$ cat src/logic/localBusPkg.sv
/*
  shared definitions for the local bus termination block.
  bus types, address map, cycle timing and the decoded start word.
*/
package localBusPkg;

    // bus and counter widths.
    typedef logic [31:0] addrT;
    typedef logic [31:0] dataT;
    typedef logic [6:0]  waitCountT;
    typedef logic [4:0]  toCountT;
    typedef logic [1:0]  regIndexT;

    // address map, upper address bits.
    localparam logic [11:0] LOCAL_WINDOW = 12'h00D;
    localparam logic [15:0] RTC_PAGE     = 16'h00DC;
    localparam logic [15:0] REG_PAGE     = 16'h00DE;

    // rtc chip access time, counted in wait cycles.
    localparam waitCountT RTC_WAIT = 7'd80;
    // enable stays low this long after the ack.
    localparam waitCountT RTC_HOLD = 7'd2;

    // clocks without ack before teaN.
    localparam toCountT BUS_TIMEOUT = 5'd20;

    // configuration register bank.
    localparam int   REG_COUNT = 4;
    localparam dataT REG_RESET = 32'h0000_0000;

    // one-cycle decoded start, at most one select set.
    typedef struct packed {
        logic     rtcSel;
        logic     regSel;
        logic     missSel;
        logic     write;
        regIndexT index;
    } cycleStartT;

    typedef enum logic [2:0] {rtcIdle, rtcWait, rtcAck, rtcHold, rtcRelease} rtcStateT;

    typedef enum logic [1:0] {regIdle, regBusy, regAck} regStateT;

endpackage

$ cat src/logic/addressDecode.sv
/*
  local bus address decoder.
  samples the cpu start strobe and turns it into a one-cycle decoded start.
*/
`timescale 1ns/1ps

module addressDecode
    import localBusPkg::*;
(
    input  logic       CLK40,
    input  logic       RESETn,
    input  logic       tsN,
    input  addrT       addr,
    input  logic       write,
    input  logic       done,
    output cycleStartT start
);

    // sampled cpu request.
    logic tsQ;
    addrT addrQ;
    logic writeQ;

    // high from accepted start until done.
    logic cycleOpen;

    logic inWindow;
    logic rtcHit;
    logic regHit;
    logic accept;

    assign inWindow = (addrQ[31:20] == LOCAL_WINDOW);
    assign rtcHit   = inWindow && (addrQ[31:16] == RTC_PAGE);
    assign regHit   = inWindow && (addrQ[31:16] == REG_PAGE);
    // strobes outside the window or during an open cycle fall through.
    assign accept   = !tsQ && inWindow && !cycleOpen;

    // address and direction ride along with the strobe.
    always_ff @(posedge CLK40) begin
        addrQ  <= addr;
        writeQ <= write;
    end

    always_ff @(posedge CLK40) begin
        if (!RESETn) begin
            tsQ       <= 1'b1;
            start     <= '0;
            cycleOpen <= 1'b0;
        end else begin
            tsQ   <= tsN;
            // start lives for one clock only.
            start <= '0;
            if (accept) begin
                start.rtcSel  <= rtcHit;
                start.regSel  <= regHit;
                // in the window but no page claims it.
                start.missSel <= !rtcHit && !regHit;
                start.write   <= writeQ;
                start.index   <= addrQ[3:2];
                cycleOpen     <= 1'b1;
            end else if (done) begin
                cycleOpen <= 1'b0;
            end
        end
    end

endmodule

$ cat src/logic/configRegs.sv
/*
  bridge configuration register bank.
  four word registers, fixed two-cycle acknowledge, registered read data.
*/
`timescale 1ns/1ps

module configRegs
    import localBusPkg::*;
(
    input  logic       CLK40,
    input  logic       RESETn,
    input  cycleStartT start,
    input  dataT       dataIn,
    output dataT       dataOut,
    output logic       regAck
);

    regStateT state;
    dataT     regFile [REG_COUNT];

    // request captured on the decoded start.
    regIndexT indexQ;
    logic     writeQ;
    dataT     dataQ;

    always_ff @(posedge CLK40) begin
        if (start.regSel) begin
            indexQ <= start.index;
            writeQ <= start.write;
            dataQ  <= dataIn;
        end
    end

    always_ff @(posedge CLK40) begin
        if (!RESETn) begin
            state   <= regIdle;
            regAck  <= 1'b0;
            dataOut <= REG_RESET;
            for (int i = 0; i < REG_COUNT; i++) begin
                regFile[i] <= REG_RESET;
            end
        end else begin
            // ack is a single clock.
            regAck <= 1'b0;
            case (state)
                regIdle: begin
                    if (start.regSel) begin
                        state <= regBusy;
                    end
                end
                regBusy: begin
                    // access lands as the ack state is entered.
                    if (writeQ) begin
                        regFile[indexQ] <= dataQ;
                    end else begin
                        dataOut <= regFile[indexQ];
                    end
                    regAck <= 1'b1;
                    state  <= localBusPkg::regAck;
                end
                // state literal shares its name with the ack port.
                localBusPkg::regAck: begin
                    state <= regIdle;
                end
                default: begin
                    state <= regIdle;
                end
            endcase
        end
    end

endmodule

$ cat src/logic/localBusTop.sv
/*
  local bus slow-device termination, top level.
  decoder, rtc and register engines, and the termination merger.
*/
`timescale 1ns/1ps

module localBusTop
    import localBusPkg::*;
(
    input  logic CLK40,
    input  logic RESETn,
    input  logic tsN,
    input  addrT addr,
    input  logic write,
    input  dataT dataIn,
    output dataT dataOut,
    output logic taN,
    output logic teaN,
    output logic rtcEnN
);

    // decoded start, fanned out to every engine.
    cycleStartT start;

    // engine acks and cycle close.
    logic rtcAck;
    logic regAck;
    logic rtcIdleNext;
    logic done;

    addressDecode decode (
        .CLK40  (CLK40),
        .RESETn (RESETn),
        .tsN    (tsN),
        .addr   (addr),
        .write  (write),
        .done   (done),
        .start  (start)
    );

    rtcCycle rtcEngine (
        .CLK40       (CLK40),
        .RESETn      (RESETn),
        .start       (start),
        .rtcEnN      (rtcEnN),
        .rtcAck      (rtcAck),
        .rtcIdleNext (rtcIdleNext)
    );

    configRegs regEngine (
        .CLK40   (CLK40),
        .RESETn  (RESETn),
        .start   (start),
        .dataIn  (dataIn),
        .dataOut (dataOut),
        .regAck  (regAck)
    );

    transferAck termination (
        .CLK40       (CLK40),
        .RESETn      (RESETn),
        .start       (start),
        .rtcAck      (rtcAck),
        .regAck      (regAck),
        .rtcIdleNext (rtcIdleNext),
        .taN         (taN),
        .teaN        (teaN),
        .done        (done)
    );

endmodule

$ cat src/logic/rtcCycle.sv
/*
  battery clock access engine.
  holds the chip enable low for the long access time, then acknowledges.
*/
`timescale 1ns/1ps

module rtcCycle
    import localBusPkg::*;
(
    input  logic       CLK40,
    input  logic       RESETn,
    input  cycleStartT start,
    output logic       rtcEnN,
    output logic       rtcAck,
    output logic       rtcIdleNext
);

    rtcStateT  state;
    // wait count, reused for the hold phase.
    waitCountT waitCount;

    always_ff @(posedge CLK40) begin
        if (!RESETn) begin
            state       <= rtcIdle;
            waitCount   <= '0;
            rtcEnN      <= 1'b1;
            rtcAck      <= 1'b0;
            rtcIdleNext <= 1'b0;
        end else begin
            // both pulses default low.
            rtcAck      <= 1'b0;
            rtcIdleNext <= 1'b0;
            case (state)
                rtcIdle: begin
                    if (start.rtcSel) begin
                        rtcEnN <= 1'b0;
                        state  <= rtcWait;
                    end
                end
                rtcWait: begin
                    // counts 0 up to RTC_WAIT.
                    if (waitCount == RTC_WAIT) begin
                        state <= localBusPkg::rtcAck;
                    end else begin
                        waitCount <= waitCount + 1'b1;
                    end
                end
                // state literal shares its name with the ack port.
                localBusPkg::rtcAck: begin
                    rtcAck    <= 1'b1;
                    waitCount <= '0;
                    state     <= rtcHold;
                end
                rtcHold: begin
                    // chip hold time, enable still low.
                    waitCount <= waitCount + 1'b1;
                    if (waitCount == RTC_HOLD - 1'b1) begin
                        state <= rtcRelease;
                    end
                end
                rtcRelease: begin
                    rtcEnN      <= 1'b1;
                    rtcIdleNext <= 1'b1;
                    waitCount   <= '0;
                    state       <= rtcIdle;
                end
                default: begin
                    state <= rtcIdle;
                end
            endcase
        end
    end

endmodule

$ cat src/logic/transferAck.sv
/*
  cpu cycle termination.
  merges engine acks into taN, raises teaN on timeout, ends the open cycle.
*/
`timescale 1ns/1ps

module transferAck
    import localBusPkg::*;
(
    input  logic       CLK40,
    input  logic       RESETn,
    input  cycleStartT start,
    input  logic       rtcAck,
    input  logic       regAck,
    input  logic       rtcIdleNext,
    output logic       taN,
    output logic       teaN,
    output logic       done
);

    // timeout counter, armed by unmapped cycles only.
    toCountT toCount;
    toCountT toNext;
    logic    toArmed;

    // acks are registered pulses, taN follows them directly.
    assign taN = !(rtcAck || regAck);

    // rtc cycles close on the enable release, not on taN.
    assign done = regAck || !teaN || rtcIdleNext;

    assign toNext = toCount + 1'b1;

    always_ff @(posedge CLK40) begin
        if (!RESETn) begin
            toArmed <= 1'b0;
            toCount <= '0;
            teaN    <= 1'b1;
        end else begin
            // teaN is a one-clock pulse.
            teaN <= 1'b1;
            if (start.missSel) begin
                // start clock already counts as one.
                toArmed <= 1'b1;
                toCount <= 5'd1;
            end else if (toArmed) begin
                toCount <= toNext;
                if (toNext == BUS_TIMEOUT) begin
                    teaN    <= 1'b0;
                    toArmed <= 1'b0;
                    toCount <= '0;
                end
            end
        end
    end

endmodule

$ cat config.mk
export PLATFORM = sky130hd
export DESIGN_NAME = localBusTop
export DESIGN_NICKNAME = d
export VERILOG_FILES = /design/src/logic/localBusPkg.sv /design/src/logic/addressDecode.sv /design/src/logic/configRegs.sv /design/src/logic/localBusTop.sv /design/src/logic/rtcCycle.sv /design/src/logic/transferAck.sv
export SDC_FILE = /design/constraint.sdc
export NUM_CORES = 1
export LEC_CHECK = 0
export ABC_AREA = 1
export BUFFER_PORTS_ARGS = -buffer_cell sky130_fd_sc_hd__buf_2
export CORE_ASPECT_RATIO = 1.75
export CORE_MARGIN = 4
export CORE_UTILIZATION = 55
export DETAILED_ROUTE_END_ITERATION = 10
export PLACE_DENSITY_LB_ADDON = 0.25
export SYNTH_ARGS = -nofsm -noshare
export SYNTH_HDL_FRONTEND = slang
export SYNTH_HIERARCHICAL = 1
export SYNTH_SLANG_ARGS = --single-unit
$ cat constraint.sdc
create_clock -name CLK40 -period 4.1 [get_ports CLK40]
set_input_delay 0.615 -clock CLK40 [delete_from_list [all_inputs] [get_ports CLK40]]
set_output_delay 0.615 -clock CLK40 [all_outputs]
set_load 0.05 [all_outputs]
-- Yosys cells after proc, flatten, opt, wreduce, memory -nomap -nowiden
Memories as Yosys holds them, arrays and structs flattened. A register that Yosys moved wholly into a read port is not among the register bits.
Cells that the tools add are included.
- flip-flop bits (word level): 99
- RAM bits: 128
- input bits: 68
- output and inout port bits: 35
- logic and storage cells: 104
- memories kept: 1
- add/sub/neg operators: 2
- eq/ne operators: 16
- muxes and demuxes: 29
- bitwise gates (word level): 3
- reduce and logical (&&, ||, !) cells: 30
- memories (name ; depth ; bits a word ; read ports ; clocked after Yosys merged registers in ; wr ports ; line ; RTL):
    regEngine.regFile ; 4 ; 32 ; 1 ; 1 ; 4 ; configRegs.sv:19 ; dataT regFile [REG_COUNT];
- operator list (operator ; number):
    $eq 16x8->1 const B ; 2
    $mux 32 ; 1
    $reduce_or 32->1 ; 1
    $pmux 7 s3 ; 1
    $mux 1 ; 17
    $eq 12x4->1 const B ; 1
    $pmux 3 s4 ; 1
    $mux 3 ; 3
    $reduce_and 2->1 ; 4
    $add 7x1->7 const B ; 1
    $eq 7x1->1 const B ; 1
    $eq 7x7->1 const B ; 1
    $logic_not 1->1 ; 7
    $mux 7 ; 1
    $eq 3x2->1 const B ; 2
    $ne 2x2->1 const B ; 3
    $reduce_bool 2->1 ; 3
    $add 5x1->5 const B ; 1
    $eq 5x5->1 const B ; 1
    $logic_and 1x1->1 ; 5
    $mux 5 ; 1
    $mux 2 ; 2
    $ne 2x1->1 const B ; 2
    $pmux 2 s2 ; 1
    other kinds (12) ; 17

-- Depth between registers and ports, before layout
- depth after elaboration: 6
- mapped depth: 9
- depth with buffers taken out: 9

-- By module
The synthesis kept the hierarchy.
- modules (own cells, without submodules) (module ; instances ; cells an instance ; area an instance (um^2) ; sequential area each (um^2)):
    configRegs ; 1 ; 774 ; 8052.7 ; 5595.4
    rtcCycle ; 1 ; 111 ; 714.4 ; 260.2
    addressDecode ; 1 ; 58 ; 671.9 ; 540.5
    transferAck ; 1 ; 57 ; 396.6 ; 140.1

-- Worst setup path after synthesis
No wires, ideal clock.
- kind: register to register
- start point: register regEngine.indexQ[0]
- end point: memory regEngine/regFile[3][0] in the netlist's numbering (enable)
- setup time: 470 ps
- arrival time: 3215 ps
- data required time: 3630 ps
- setup slack: 415 ps
- stages on the path, launching flop included: 5
- clock period less this slack: 3685 ps
- path through: edfxtp_1 > inv_2 > buf_4 > buf_2 > o31ai_1
- RTL lines (element ; line ; RTL):
    start, declared ; configRegs.sv:22 ; regIndexT indexQ;
    start signal, assigned ; configRegs.sv:28 ; indexQ <= start.index;
    end, declared ; configRegs.sv:19 ;

==> impl_metrics.py <==
metrics = {
    "layout": {
        "regArea_um2": 6540,
        "diodes": 0,
        "nNetsFinal": 1153,
        "multi_input_area_um2": 2640,
        "nFillCells": 1439,
        "area_growth_pct": 13.4,
        "drive_gt1_share_pct": 14.5,
    },
    "clock_network": {
        "clk_transition_reported_paths_ns": 0.06,
        "clockRootBuffer": "clkbuf_16",
        "numCtsBuffers": 23,
        "clock_latency_ns": 0.51,
        "postCtsSetupBuffers": 0,
        "cts_resized": 0,
        "hold_buffers": 0,
        "clockBufferDepth": 3,
        "cts_tree": "built",
        "clock_sinks": 245,
        "cts_max_level": 1,
    },
    "global_route": {
        "grt_remaining_overflow": 0,
        "grt_max_degree": 66,
        "grtUsageTotal_pct": 19.8,
        "grt_pass1_wl_mm": 31.7,
        "antenna_found_initial": 0,
        "grt_pass1_vias": 6664,
    },
    "logic_synthesis": {
        "synth_flop_cell": "edfxtp_1",
        "avgSynthCellArea_um2": 9.84,
        "synth_nets": 1073,
        "syn_area_um2": 9840,
        "synth.distinct_cells": 32,
        "ys_seq_area_share_pct": 66.5,
        "synth-edff-count": 163,
        "syn-instance-count": 1000,
        "async_reset_ff_share_pct": 0,
        "ys_ff_latch": 245,
        "ys.warnings.count": 6,
    },
    "die": {
        "start_util_pct": 56.1,
        "fp.coreArea_um2": 17500,
        "die-area_um2": 20200,
        "pin_count": 103,
        "die_y_um": 185,
        "rows": 64,
        "die_w_um": 109,
    },
    "sta": {
        "slew_viol_final": 0,
        "fin_skew_ns": 0.0185,
        "period_share_pct": 72.0,
        "rsz0062_at_grt": "no",
        "finalCriticalPeriod_ns": 2.95,
        "tightest_slew_ns": 1.09,
        "slew_headroom_pct": 27.5,
        "whs_ns": 0.205,
        "hold_violations": 0,
        "fmax_mhz": 339,
        "fin_ws_ns": 1.15,
        "fin_setup_tns_ns": 0,
        "finalSetupViolations": 0,
    },
    "place": {
        "io_buffer_count": 88,
        "pre_cts_ws_ns": 1.14,
        "hpwl_mm": 11.8,
        "routabilityCongestion": 0.778,
    },
    "detailed_routing": {
        "antenna_left": 0,
        "num_vias": 6656,
        "wl_mm": 19.5,
        "wl_per_cell_um": 14.6,
        "first_pass_iters": 5,
        "via_per_inst": 5.01,
        "drt-initial-drc-count": 452,
        "remaining_drc_errors": 0,
    },
    "worst_setup_path": {
        "r2r_slack_ns": 1.15,
        "critical_path.slowest_cell": "nand2_1",
        "crit_buf_inv": 2,
        "cp-end-kind": "register",
        "r2r_cells": 4,
        "cp.arrival_ns": 3.12,
        "required_ns": 4.26,
        "r2r-start": "regEngine/indexQ[0]",
        "crit_top_cell": "buf_4",
        "cpPeakStageDelay_ns": 0.63,
        "criticalPathCategory": "register to register",
        "crit_end": "regEngine/regFile[1][20]",
        "path_max_fanout": 65,
        "r2r-end": "regEngine/regFile[1][20]",
        "worst-path-stages": 4,
        "worstSetupStartpoint": "regEngine/indexQ[0]",
        "worstSetupStartpointType": "register",
        "path_cells": "buf_4, nand3_4, nand2_1, buf_4",
        "critPathTopFamily": "simple AND/OR/NAND/NOR gates",
    },
    "status": {
        "status": "finished, final reports clean",
    },
    "job": {
        "cap_viol_max_count": 0,
    },
    "power_and_ir_drop": {
        "power_frac_seq_pct": 54.4,
        "leakagePower_nw": 4.86,
        "p_comb_share_pct": 2.6,
        "power_density_nw_per_um2": 443,
        "peakVddDrop_mv": 0.435,
        "intPower_mw": 3.98,
        "clkPwrFrac_pct": 43.0,
        "power.switching_uw": 966,
        "p_sw_share_pct": 19.5,
    },
    "hold_path": {
        "hold_class": "primary input to register",
    },
}
[worst register-to-register path, stage by stage, from the launching register on]
cell	delay (ns)
edfxtp_1	0.36
buf_4	0.58
nand3_4	0.59
nand2_1	0.64
buf_4	0.43
[routing by layer]
metal	routed length (um)	global-route usage, %	part of all wire (%)	vias to the layer above
met4	490	6.47	2.5	0
met1	7400	21.9	38	3124
met5	0	0	0	-
met3	791	2.58	4.1	33
met2	10800	38.2	55	128
li1	-	-	-	3371
[kinds of logic (layout without fill, tap and decap cells)]
kind of cell	count (synthesis)	in the layout	synth area share (%)
compound gates	53	53	2.88
fa+ha+maj	5	5	0.636
buf+inv	152	249	6.88
flops	245	245	66.5
simple gates	545	545	23.2
[power by group through the flow]
stage	Sequential [mW]	Clock, mW	Combinational, mW
after global placement	2.74	0	0.125
after CTS	2.69	2.17	0.130
after global routing	2.69	2.28	0.144
after floorplan	2.74	0	0.0710
after detailed placement	2.74	0	0.128
final	2.69	2.13	0.127
[worst min path at each step]
stage | depth (start not counted) | end | slack (ns) | start
after floorplan | 0 | regEngine/indexQ[0] | 0.39 | decode/start[0]
after global placement | 0 | regEngine/writeQ | 0.39 | decode/start[2]
after detailed placement | 0 | regEngine/indexQ[1] | 0.40 | decode/start[1]
after CTS | 1 | decode/addrQ[29] | 0.19 | addr[29]
after global routing | 1 | decode/addrQ[30] | 0.19 | addr[30]
final | 1 | decode/addrQ[16] | 0.20 | addr[16]
[placed cells by master (no fill, tap or decap), types with 2 or more instances in the layout]
| cell type | Yosys | layout |
|---|---|---|
| buf_4 | 3 | 11 |
| nand3b_1 | 3 | 3 |
| nand3_4 | 3 | 3 |
| nor2_1 | 160 | 160 |
| nand2_2 | 4 | 4 |
| inv_6 | 0 | 2 |
| inv_1 | 103 | 103 |
| a21oi_2 | 3 | 3 |
| a21oi_1 | 44 | 44 |
| o21ai_0 | 3 | 3 |
| edfxtp_1 | 163 | 163 |
| ha_1 | 5 | 5 |
| clkbuf_16 | 0 | 24 |
| nor3_1 | 2 | 2 |
| clkbuf_8 | 0 | 3 |
| bufinv_16 | 0 | 2 |
| dfxtp_1 | 82 | 81 |
| nand3_2 | 2 | 2 |
| nand2_1 | 275 | 275 |
| clkbuf_1 | 8 | 6 |
| inv_2 | 5 | 5 |
| nand4_1 | 2 | 2 |
| nor2_2 | 2 | 2 |
| nand3_1 | 86 | 86 |
| buf_2 | 22 | 88 |
| clkinv_2 | 0 | 3 |
[flip-flops by register name, summed over array words and instances (netlist names), 2 cells and up]
name / count
rtcEngine/waitCount: 7
regEngine/dataQ: 32
decode/addrQ: 18
regEngine/dataOut: 32
termination/toCount: 5
regEngine/state: 2
regEngine/regFile: 128
rtcEngine/state: 3
regEngine/indexQ: 2
decode/start: 6
[synth_stat cells, types with 3 or more instances]
cell type,n,area [um2]
a21oi_1,44,220
a21oi_2,3,26.3
buf_2,22,110
buf_4,3,22.5
buf_6,9,101
clkbuf_1,8,30.0
dfxtp_1,82,1640
edfxtp_1,163,4890
ha_1,5,62.6
inv_1,103,387
inv_2,5,18.8
nand2_1,275,1030
nand2_2,4,25.0
nand3_1,86,430
nand3_4,3,52.6
nand3b_1,3,22.5
nor2_1,160,601
o21ai_0,3,15.0
[area by class of cell]
type / instances / share of cell area, %
clock inverter: 9 / 0.919
clock buffer: 33 / 5.95
inverter: 108 / 3.63
timing repair buffer: 99 / 4.69
tap: 231 / 2.59
sequential: 245 / 58.6
multi-input combinational: 603 / 23.6
[through the flow]
step / power (mW) / instances / utilization (%) / cell area, um2
after floorplan: 2.81 / 1000 / - / 9840
after global placement: 2.87 / 1286 / 59.3 / 10400
after detailed placement: 2.87 / 1286 / 59.3 / 10400
after CTS: 4.99 / 1328 / 63.6 / 11200
after global routing: 5.12 / 1328 / 63.6 / 11200
final: 4.94 / 1328 / 63.6 / 11200
Note: power is estimated with default switching activity, not from simulation.
